[src/design/exec_pkg.sv]
`default_nettype none

package exec_pkg;

    typedef logic [31:0] data_t;
    typedef logic [4:0]  reg_addr_t;
    typedef logic [11:0] alu_op_t;
    typedef logic [7:0]  mem_op_t;
    typedef logic [2:0]  res_sel_t;
    typedef logic [3:0]  strb_t;

    // one-hot alu operation bits
    localparam int ALU_ADD  = 0;
    localparam int ALU_SUB  = 1;
    localparam int ALU_SLT  = 2;
    localparam int ALU_SLTU = 3;
    localparam int ALU_AND  = 4;
    localparam int ALU_NOR  = 5;
    localparam int ALU_OR   = 6;
    localparam int ALU_XOR  = 7;
    localparam int ALU_SLL  = 8;
    localparam int ALU_SRL  = 9;
    localparam int ALU_SRA  = 10;
    localparam int ALU_LUI  = 11;

    // one-hot memory operation bits with the loads in the low five
    localparam int MEM_LD_B  = 0;
    localparam int MEM_LD_BU = 1;
    localparam int MEM_LD_H  = 2;
    localparam int MEM_LD_HU = 3;
    localparam int MEM_LD_W  = 4;
    localparam int MEM_ST_B  = 5;
    localparam int MEM_ST_H  = 6;
    localparam int MEM_ST_W  = 7;

    localparam int RES_MEM = 0;
    localparam int RES_MUL = 1;
    localparam int RES_DIV = 2;

    localparam int DIV_ITER = 32;

    typedef enum logic [1:0] {
        DIV_IDLE,
        DIV_BUSY,
        DIV_DONE
    } div_state_t;

endpackage

`default_nettype wire

[src/design/stage_pkg.sv]
`default_nettype none

package stage_pkg;

    typedef struct packed {
        logic adef;
        logic syscall;
        logic brk;
        logic ine;
        logic ertn;
    } id_excep_t;

    // decode bits plus misaligned access
    typedef struct packed {
        logic adef;
        logic syscall;
        logic brk;
        logic ine;
        logic ertn;
        logic ale;
    } ex_excep_t;

    typedef struct packed {
        exec_pkg::alu_op_t   alu_op;
        exec_pkg::data_t     src1;
        exec_pkg::data_t     src2;
        exec_pkg::data_t     rkd_value;
        logic                rf_we;
        exec_pkg::reg_addr_t rf_waddr;
        exec_pkg::data_t     pc;
        exec_pkg::mem_op_t   mem_op;
        exec_pkg::res_sel_t  res_sel;
        logic                mul_signed;
        logic                mul_h;
        logic                div_signed;
        logic                div_r;
        id_excep_t           excep;
    } id_to_ex_t;

    typedef struct packed {
        logic                rf_we;
        exec_pkg::reg_addr_t rf_waddr;
        exec_pkg::data_t     pc;
        exec_pkg::data_t     result;
        // ld_w down to ld_b
        logic [4:0]          ld_op;
        logic                mem_wait;
        exec_pkg::res_sel_t  res_sel;
        logic                mul_h;
        ex_excep_t           excep;
    } ex_to_mem_t;

    typedef struct packed {
        logic                wait_late;
        logic                we;
        exec_pkg::reg_addr_t waddr;
        exec_pkg::data_t     result;
    } ex_fwd_t;

endpackage

`default_nettype wire

[src/design/alu.sv]
`timescale 1ns/100ps
`default_nettype none

module alu (
    input  exec_pkg::alu_op_t alu_op,
    input  exec_pkg::data_t   src1,
    input  exec_pkg::data_t   src2,
    output exec_pkg::data_t   result
);

    logic            do_sub;
    logic [32:0]     sum;
    exec_pkg::data_t adder_b;
    exec_pkg::data_t slt_res;
    exec_pkg::data_t sltu_res;
    exec_pkg::data_t sll_res;
    exec_pkg::data_t srl_res;
    exec_pkg::data_t sra_res;
    logic [4:0]      shamt;

    // compares share the subtracter
    assign do_sub = alu_op[exec_pkg::ALU_SUB]
                  | alu_op[exec_pkg::ALU_SLT]
                  | alu_op[exec_pkg::ALU_SLTU];

    assign adder_b = do_sub ? ~src2 : src2;
    assign sum     = {1'b0, src1} + {1'b0, adder_b} + {32'd0, do_sub};

    assign slt_res  = {31'd0, (src1[31] & ~src2[31])
                            | (~(src1[31] ^ src2[31]) & sum[31])};
    // no carry out means borrow
    assign sltu_res = {31'd0, ~sum[32]};

    assign shamt   = src2[4:0];
    assign sll_res = src1 << shamt;
    assign srl_res = src1 >> shamt;
    assign sra_res = $signed(src1) >>> shamt;

    assign result = ({32{alu_op[exec_pkg::ALU_ADD] | alu_op[exec_pkg::ALU_SUB]}} & sum[31:0])
                  | ({32{alu_op[exec_pkg::ALU_SLT]}}  & slt_res)
                  | ({32{alu_op[exec_pkg::ALU_SLTU]}} & sltu_res)
                  | ({32{alu_op[exec_pkg::ALU_AND]}}  & (src1 & src2))
                  | ({32{alu_op[exec_pkg::ALU_NOR]}}  & ~(src1 | src2))
                  | ({32{alu_op[exec_pkg::ALU_OR]}}   & (src1 | src2))
                  | ({32{alu_op[exec_pkg::ALU_XOR]}}  & (src1 ^ src2))
                  | ({32{alu_op[exec_pkg::ALU_SLL]}}  & sll_res)
                  | ({32{alu_op[exec_pkg::ALU_SRL]}}  & srl_res)
                  | ({32{alu_op[exec_pkg::ALU_SRA]}}  & sra_res)
                  | ({32{alu_op[exec_pkg::ALU_LUI]}}  & src2);

endmodule

`default_nettype wire

[src/design/div.sv]
`timescale 1ns/100ps
`default_nettype none

module div (
    input  logic            clk,
    input  logic            resetn,
    input  logic            abort,
    input  logic            start,
    input  logic            div_signed,
    input  exec_pkg::data_t x,
    input  exec_pkg::data_t y,
    output exec_pkg::data_t quotient,
    output exec_pkg::data_t remainder,
    output logic            complete
);

    exec_pkg::div_state_t state;
    logic [$clog2(exec_pkg::DIV_ITER)-1:0] cnt;
    exec_pkg::data_t rem_q;
    exec_pkg::data_t quo_q;
    exec_pkg::data_t divisor_q;
    logic            q_neg;
    logic            r_neg;
    logic [32:0]     shifted;
    logic [32:0]     diff;

    // one restoring step per cycle
    assign shifted = {rem_q, quo_q[31]};
    assign diff    = shifted - {1'b0, divisor_q};

    always_ff @(posedge clk) begin
        if (!resetn || abort) begin
            state <= exec_pkg::DIV_IDLE;
            cnt   <= '0;
        end else begin
            case (state)
                exec_pkg::DIV_IDLE: begin
                    if (start) begin
                        state <= exec_pkg::DIV_BUSY;
                        cnt   <= '0;
                    end
                end
                exec_pkg::DIV_BUSY: begin
                    cnt <= cnt + 1'b1;
                    if (cnt == exec_pkg::DIV_ITER - 1) begin
                        state <= exec_pkg::DIV_DONE;
                    end
                end
                default: state <= exec_pkg::DIV_IDLE;
            endcase
        end
    end

    always_ff @(posedge clk) begin
        if (state == exec_pkg::DIV_IDLE && start) begin
            rem_q     <= '0;
            quo_q     <= (div_signed && x[31]) ? -x : x;
            divisor_q <= (div_signed && y[31]) ? -y : y;
            q_neg     <= div_signed & (x[31] ^ y[31]);
            r_neg     <= div_signed & x[31];
        end else if (state == exec_pkg::DIV_BUSY) begin
            rem_q <= diff[32] ? shifted[31:0] : diff[31:0];
            quo_q <= {quo_q[30:0], ~diff[32]};
        end
    end

    assign quotient  = q_neg ? -quo_q : quo_q;
    assign remainder = r_neg ? -rem_q : rem_q;
    assign complete  = (state == exec_pkg::DIV_DONE);

    // stage must not retrigger a running division
    assert property (@(posedge clk) disable iff (!resetn)
        (state == exec_pkg::DIV_BUSY) |-> !start);

endmodule

`default_nettype wire

[src/design/ex_stage.sv]
`timescale 1ns/100ps
`default_nettype none

module ex_stage (
    input  logic                  clk,
    input  logic                  resetn,
    input  logic                  id_valid,
    input  stage_pkg::id_to_ex_t  id_in,
    output logic                  ex_allowin,
    input  logic                  mem_allowin,
    output logic                  mem_valid,
    output stage_pkg::ex_to_mem_t mem_out,
    output stage_pkg::ex_fwd_t    fwd,
    output logic [63:0]           mul_result,
    output logic                  data_req,
    output logic                  data_wr,
    output logic [1:0]            data_size,
    output exec_pkg::strb_t       data_wstrb,
    output exec_pkg::data_t       data_addr,
    output exec_pkg::data_t       data_wdata,
    input  logic                  data_addr_ok,
    input  logic                  flush,
    input  logic                  mem_excep
);

    stage_pkg::id_to_ex_t id_q;
    logic            ex_valid;
    logic            ready_go;
    logic            transfer_in;
    logic            is_load;
    logic            is_store;
    logic            is_div;
    logic            mem_wait;
    logic            ale;
    logic            div_start;
    logic            div_complete;
    logic            div_issued_q;
    logic            div_done_q;
    exec_pkg::data_t alu_result;
    exec_pkg::data_t div_quo;
    exec_pkg::data_t div_rem;
    exec_pkg::data_t final_result;
    exec_pkg::mem_op_t op;

    assign transfer_in = id_valid & ex_allowin;
    assign op          = id_q.mem_op;
    assign is_load     = |op[exec_pkg::MEM_LD_W:exec_pkg::MEM_LD_B];
    assign is_store    = |op[exec_pkg::MEM_ST_W:exec_pkg::MEM_ST_B];
    assign is_div      = id_q.res_sel[exec_pkg::RES_DIV];

    assign ready_go   = (data_req & data_addr_ok)
                      | (is_div & (div_complete | div_done_q))
                      | ~(mem_wait | is_div);
    assign ex_allowin = ~ex_valid | (ready_go & mem_allowin) | flush;
    assign mem_valid  = ex_valid & ready_go & ~flush;

    always_ff @(posedge clk) begin
        if (!resetn) begin
            ex_valid <= 1'b0;
        end else if (ex_allowin) begin
            ex_valid <= id_valid;
        end
    end

    always_ff @(posedge clk) begin
        if (transfer_in) begin
            id_q <= id_in;
        end
    end

    alu u_alu (
        .alu_op (id_q.alu_op),
        .src1   (id_q.src1),
        .src2   (id_q.src2),
        .result (alu_result)
    );

    mul u_mul (
        .clk        (clk),
        .resetn     (resetn),
        .mul_signed (id_q.mul_signed),
        .x          (id_q.src1),
        .y          (id_q.src2),
        .result     (mul_result)
    );

    // issued blocks a restart and done keeps the stage ready until handoff
    always_ff @(posedge clk) begin
        if (!resetn || flush || transfer_in) begin
            div_issued_q <= 1'b0;
            div_done_q   <= 1'b0;
        end else begin
            if (div_start) begin
                div_issued_q <= 1'b1;
            end
            if (div_complete) begin
                div_done_q <= 1'b1;
            end
        end
    end

    assign div_start = ex_valid & is_div & ~div_issued_q;

    div u_div (
        .clk        (clk),
        .resetn     (resetn),
        .abort      (flush),
        .start      (div_start),
        .div_signed (id_q.div_signed),
        .x          (id_q.src1),
        .y          (id_q.src2),
        .quotient   (div_quo),
        .remainder  (div_rem),
        .complete   (div_complete)
    );

    assign final_result = is_div ? (id_q.div_r ? div_rem : div_quo) : alu_result;

    assign ale = ex_valid
               & (((op[exec_pkg::MEM_LD_H] | op[exec_pkg::MEM_LD_HU] | op[exec_pkg::MEM_ST_H])
                   & alu_result[0])
                 | ((op[exec_pkg::MEM_LD_W] | op[exec_pkg::MEM_ST_W]) & (|alu_result[1:0])));

    assign mem_wait = (is_load | is_store) & ~mem_excep & ~flush & ~ale;

    assign data_req  = mem_wait & ex_valid & mem_allowin;
    assign data_wr   = is_store;
    assign data_addr = alu_result;
    assign data_size = {op[exec_pkg::MEM_LD_W] | op[exec_pkg::MEM_ST_W],
                        op[exec_pkg::MEM_LD_H] | op[exec_pkg::MEM_LD_HU] | op[exec_pkg::MEM_ST_H]};

    always_comb begin
        data_wstrb = 4'b0000;
        data_wdata = id_q.rkd_value;
        if (op[exec_pkg::MEM_ST_B]) begin
            data_wstrb = 4'b0001 << alu_result[1:0];
            data_wdata = {4{id_q.rkd_value[7:0]}};
        end else if (op[exec_pkg::MEM_ST_H]) begin
            data_wstrb = alu_result[1] ? 4'b1100 : 4'b0011;
            data_wdata = {2{id_q.rkd_value[15:0]}};
        end else if (op[exec_pkg::MEM_ST_W]) begin
            data_wstrb = 4'b1111;
        end
    end

    always_comb begin
        mem_out.rf_we         = id_q.rf_we;
        mem_out.rf_waddr      = id_q.rf_waddr;
        mem_out.pc            = id_q.pc;
        mem_out.result        = final_result;
        mem_out.ld_op         = op[exec_pkg::MEM_LD_W:exec_pkg::MEM_LD_B];
        mem_out.mem_wait      = mem_wait;
        mem_out.res_sel       = id_q.res_sel;
        mem_out.mul_h         = id_q.mul_h;
        mem_out.excep.adef    = id_q.excep.adef;
        mem_out.excep.syscall = id_q.excep.syscall;
        mem_out.excep.brk     = id_q.excep.brk;
        mem_out.excep.ine     = id_q.excep.ine;
        mem_out.excep.ertn    = id_q.excep.ertn;
        mem_out.excep.ale     = ale;
    end

    // loads and multiplies only have their value in a later stage
    assign fwd.wait_late = (is_load | id_q.res_sel[exec_pkg::RES_MUL]) & ex_valid;
    assign fwd.we        = id_q.rf_we & ex_valid;
    assign fwd.waddr     = id_q.rf_waddr;
    assign fwd.result    = final_result;

    // a request not yet accepted keeps its address and data
    assert property (@(posedge clk) disable iff (!resetn)
        data_req && !data_addr_ok |=> $stable(data_addr) && $stable(data_wdata));

    // back-pressure freezes what the memory stage sees
    assert property (@(posedge clk) disable iff (!resetn)
        mem_valid && !mem_allowin |=> $stable(mem_out.pc) && $stable(mem_out.result));

endmodule

`default_nettype wire

[src/design/ex_top.sv]
`timescale 1ns/100ps
`default_nettype none

module ex_top (
    input  logic                  clk,
    input  logic                  resetn,
    input  logic                  id_valid,
    input  stage_pkg::id_to_ex_t  id_in,
    output logic                  ex_allowin,
    input  logic                  mem_allowin,
    output logic                  mem_valid,
    output stage_pkg::ex_to_mem_t mem_out,
    output stage_pkg::ex_fwd_t    fwd,
    output logic [63:0]           mul_result,
    output logic                  data_req,
    output logic                  data_wr,
    output logic [1:0]            data_size,
    output exec_pkg::strb_t       data_wstrb,
    output exec_pkg::data_t       data_addr,
    output exec_pkg::data_t       data_wdata,
    input  logic                  data_addr_ok,
    input  logic                  flush,
    input  logic                  mem_excep
);

    ex_stage u_ex_stage (
        .clk          (clk),
        .resetn       (resetn),
        .id_valid     (id_valid),
        .id_in        (id_in),
        .ex_allowin   (ex_allowin),
        .mem_allowin  (mem_allowin),
        .mem_valid    (mem_valid),
        .mem_out      (mem_out),
        .fwd          (fwd),
        .mul_result   (mul_result),
        .data_req     (data_req),
        .data_wr      (data_wr),
        .data_size    (data_size),
        .data_wstrb   (data_wstrb),
        .data_addr    (data_addr),
        .data_wdata   (data_wdata),
        .data_addr_ok (data_addr_ok),
        .flush        (flush),
        .mem_excep    (mem_excep)
    );

endmodule

`default_nettype wire

[src/design/mul.sv]
`timescale 1ns/100ps
`default_nettype none

module mul (
    input  logic            clk,
    input  logic            resetn,
    input  logic            mul_signed,
    input  exec_pkg::data_t x,
    input  exec_pkg::data_t y,
    output logic [63:0]     result
);

    logic [32:0] x_ext;
    logic [32:0] y_ext;
    logic [65:0] product;

    // sign or zero extension makes one signed multiplier serve both
    assign x_ext = {mul_signed & x[31], x};
    assign y_ext = {mul_signed & y[31], y};

    assign product = $signed(x_ext) * $signed(y_ext);

    always_ff @(posedge clk) begin
        if (!resetn) begin
            result <= '0;
        end else begin
            result <= product[63:0];
        end
    end

endmodule

`default_nettype wire

[config.mk]
export PLATFORM = sky130hd
export DESIGN_NAME = ex_top
export DESIGN_NICKNAME = d
export VERILOG_FILES = /design/src/design/exec_pkg.sv /design/src/design/stage_pkg.sv /design/src/design/alu.sv /design/src/design/div.sv /design/src/design/ex_stage.sv /design/src/design/ex_top.sv /design/src/design/mul.sv
export SDC_FILE = /design/constraint.sdc
export NUM_CORES = 2
export LEC_CHECK = 0
export BUFFER_PORTS_ARGS = -buffer_cell sky130_fd_sc_hd__clkbuf_2
export CAP_MARGIN = 20
export CORE_ASPECT_RATIO = 0.9
export CORE_MARGIN = 2
export CORE_UTILIZATION = 45
export CTS_BUF_LIST = sky130_fd_sc_hd__clkbuf_4 sky130_fd_sc_hd__clkbuf_8
export CTS_CLUSTER_DIAMETER = 30
export DETAILED_ROUTE_END_ITERATION = 8
export PLACE_DENSITY = 0.73
export SYNTH_ARGS = -nofsm -noshare
export SYNTH_HDL_FRONTEND = slang
export SYNTH_SLANG_ARGS = --single-unit
[constraint.sdc]
create_clock -name clk -period 10.6 [get_ports clk]
set_input_delay 2.12 -clock clk [delete_from_list [all_inputs] [get_ports clk]]
set_output_delay 2.12 -clock clk [all_outputs]
set_load 0.05 [all_outputs]
==> reports/qor.csv <==
metric,value,unit
status,"finished, violations left",
violations,design-rule violations,
netlist_top_cells_count,"inv_1 (1135), fa_1 (1127), nand2_1 (918), nor2_1 (606), ha_1 (347)",
drive_gt1_frac,0.121,
critPathArrivalTime,10.23,ns
grt_usage,0.343,
ys_warn_count,0,
startpoint_type,flop,
yosys.area_share.adder,0.445,
required,11.30,ns
cp-end-kind,flop,
io_pins,436,
numPortBuffers,435,
grt_max_degree,146,
tns,0,ns
cts.hold.buffers_added,0,
final_max_slew_viol_count,0,
cp_common_cell,fa_1,
max_freq,0.105,GHz
antenna_left,0,
fin_nets,8523,
path_depth,26,
synthMuxAreaShare,0.0309,
grt_pass1_vias,52200,
clk_latency,0.85,ns
synth.area.top_cells,"fa_1 (37%), edfxtp_1 (12%), ha_1 (7.2%)",
avgSynthCellArea,9.07,µm²
clk_path_buf_depth,3,
fin_crit,9.53,ns
slowest_delay,0.79,ns
cap_violations,0,
core,133000,µm²
area_delta_synth_final,9.28,%
drt_iter0_markers,7145,
cts_buffers,94,
path_buf_inv,5,
rrSetupSlack,1.07,ns
gp_congestion,1.09,
dieArea,137000,µm²
synth_compound_area_frac,0.0967,
setup_slack,1.07,ns
rsz0062_at_grt,no,
synth_xor_area_frac,0.0398,
viasPerCell,5.97,
critical-path-top-delay-family,adder cells,
synth_top_family_by_area,adder cells,
synthSimpleGateAreaFrac,0.128,
slowest_stage,edfxtp_1,
dp_slack,1.23,ns
vias,52000,
placement_rows,127,
cts_root_buf,clkbuf_8,
async_reset_ff_frac,0,
setup_viol,0,
finalHoldViolCount,0,
drt_first_pass_iters,9,
clock_skew,0.0754,ns
place_hpwl,185000,µm
maxSlewHeadroom,0.0760,
antenna_found_initial,30,
cts.sinks,338,
post_drt_wl_per_cell,27.2,µm
syn_area,60500,µm²
rr_worst_depth,26,
cts_resized,0,
htree_levels,3,
whs_path_depth,2,
synth-edff-count,232,
synth.distinct_cells,83,
cts_tree,done,
start_util,0.454,
drc_errors,7,
ys.flop_type,edfxtp_1,
grt_overflow,0,
worstPathMaxFanout,17,
yosysMostFrequentCell,inv_1,
die_x,390,µm
ys_seq_area_frac,0.150,
ys_ff_latch,338,
crit_type,reg -> reg,
period_share,0.899,
die-height,352,µm
synthesis.nets,8317,
totalWireLength,237000,µm
post_cts_buffers,0,
yosys.area.top_type,fa_1,
grt_pass1_wl,344000,µm
hold_class,reg -> reg,
synth_top_area_share,0.373,
worstMarginPinSlew,1.39,ns
synth_cells,6670,
clk_pin_slew,0.06,ns
==> cells in the final DEF (no fill, tap or decap), types with 116 or more instances in the layout <==
cell type  count
ha_1         347
fa_1        1127
nor2_1       606
a21oi_1      246
mux2i_1      116
clkbuf_2     435
xnor2_1      200
buf_4        162
nand2_1      918
edfxtp_1     232
inv_1       1133
o21ai_0      215
==> cell type report <==
type,count,area [µm²]
antenna,17,42.5
clock buffer,105,1390
clock inverter,70,734
fill,12300,67200
inverter,1170,4400
multi-input combinational,4671,44800
sequential,338,9090
tap,1741,2180
timing repair buffer,601,3470
==> kinds of logic (layout without fill, tap and decap cells) <==
| family | after synthesis | count (layout) |
|---|---|---|
| AND/OR/NAND/NOR | 1859 | 1859 |
| adder cells (fa/ha/maj) | 1474 | 1474 |
| AO/OA/AOI/OAI | 906 | 906 |
| XOR/XNOR | 275 | 275 |
| other | 0 | 17 |
| flip-flops | 338 | 338 |
| multiplexers | 157 | 157 |
| buffers and inverters | 1661 | 1946 |
==> sequential cells by signal (all words and copies together), names as in the netlist <==
register	cells
u_ex_stage.u_div.r_neg	1
u_ex_stage.mem_out	42
u_ex_stage.fwd	5
u_ex_stage.u_mul.result	64
u_ex_stage.u_div.quo_q	32
u_ex_stage.op	8
u_ex_stage.u_div.state	2
u_ex_stage.id_q	111
u_ex_stage.ex_valid	1
u_ex_stage.div_done_q	1
u_ex_stage.u_div.rem_q	32
u_ex_stage.u_div.q_neg	1
u_ex_stage.u_div.divisor_q	32
u_ex_stage.div_issued_q	1
u_ex_stage.u_div.cnt	5
==> tightest hold or removal path, cell delays in order, from the launching register on <==
cell,delay [ns]
dfxtp_1,0.31
nand3_1,0.06
a21oi_1,0.06
==> per-stage QoR <==
step	hold WS, ns	instances	utilization	instance area [µm²]
finish	0.477	8713	0.496	66100
global route	0.509	8705	0.496	66100
CTS	0.477	8693	0.495	66000
detailed placement	0.469	8518	0.479	63900
global placement	0.457	8518	0.479	63900
floorplan	0.452	6670	-	60500
==> metal layers <==
layer  up-vias  wire [µm]  track usage
li1      21400          -            -
met1     25800      85900        0.440
met2      3882      97300        0.479
met3       870      36900        0.148
met4        38      16400        0.200
met5         -        482       0.0143
==> path summary, 6_finish.rpt <==
kind | start | to
worst max register to register | u_ex_stage.id_q[140]$_DFFE_PP_ | u_ex_stage.u_mul.result[52]$_SDFF_PN0_
worst min-delay path | u_ex_stage.u_div.cnt[4]$_SDFFE_PP0P_ | u_ex_stage.u_div.cnt[4]$_SDFFE_PP0P_
worst min register to register | u_ex_stage.u_div.cnt[4]$_SDFFE_PP0P_ | u_ex_stage.u_div.cnt[4]$_SDFFE_PP0P_
worst max-delay path | u_ex_stage.id_q[140]$_DFFE_PP_ | u_ex_stage.u_mul.result[52]$_SDFF_PN0_
Power is left out: the tool's default activity adds up to more than one toggle a clock period on the data nets, which glitch-free logic cannot reach.
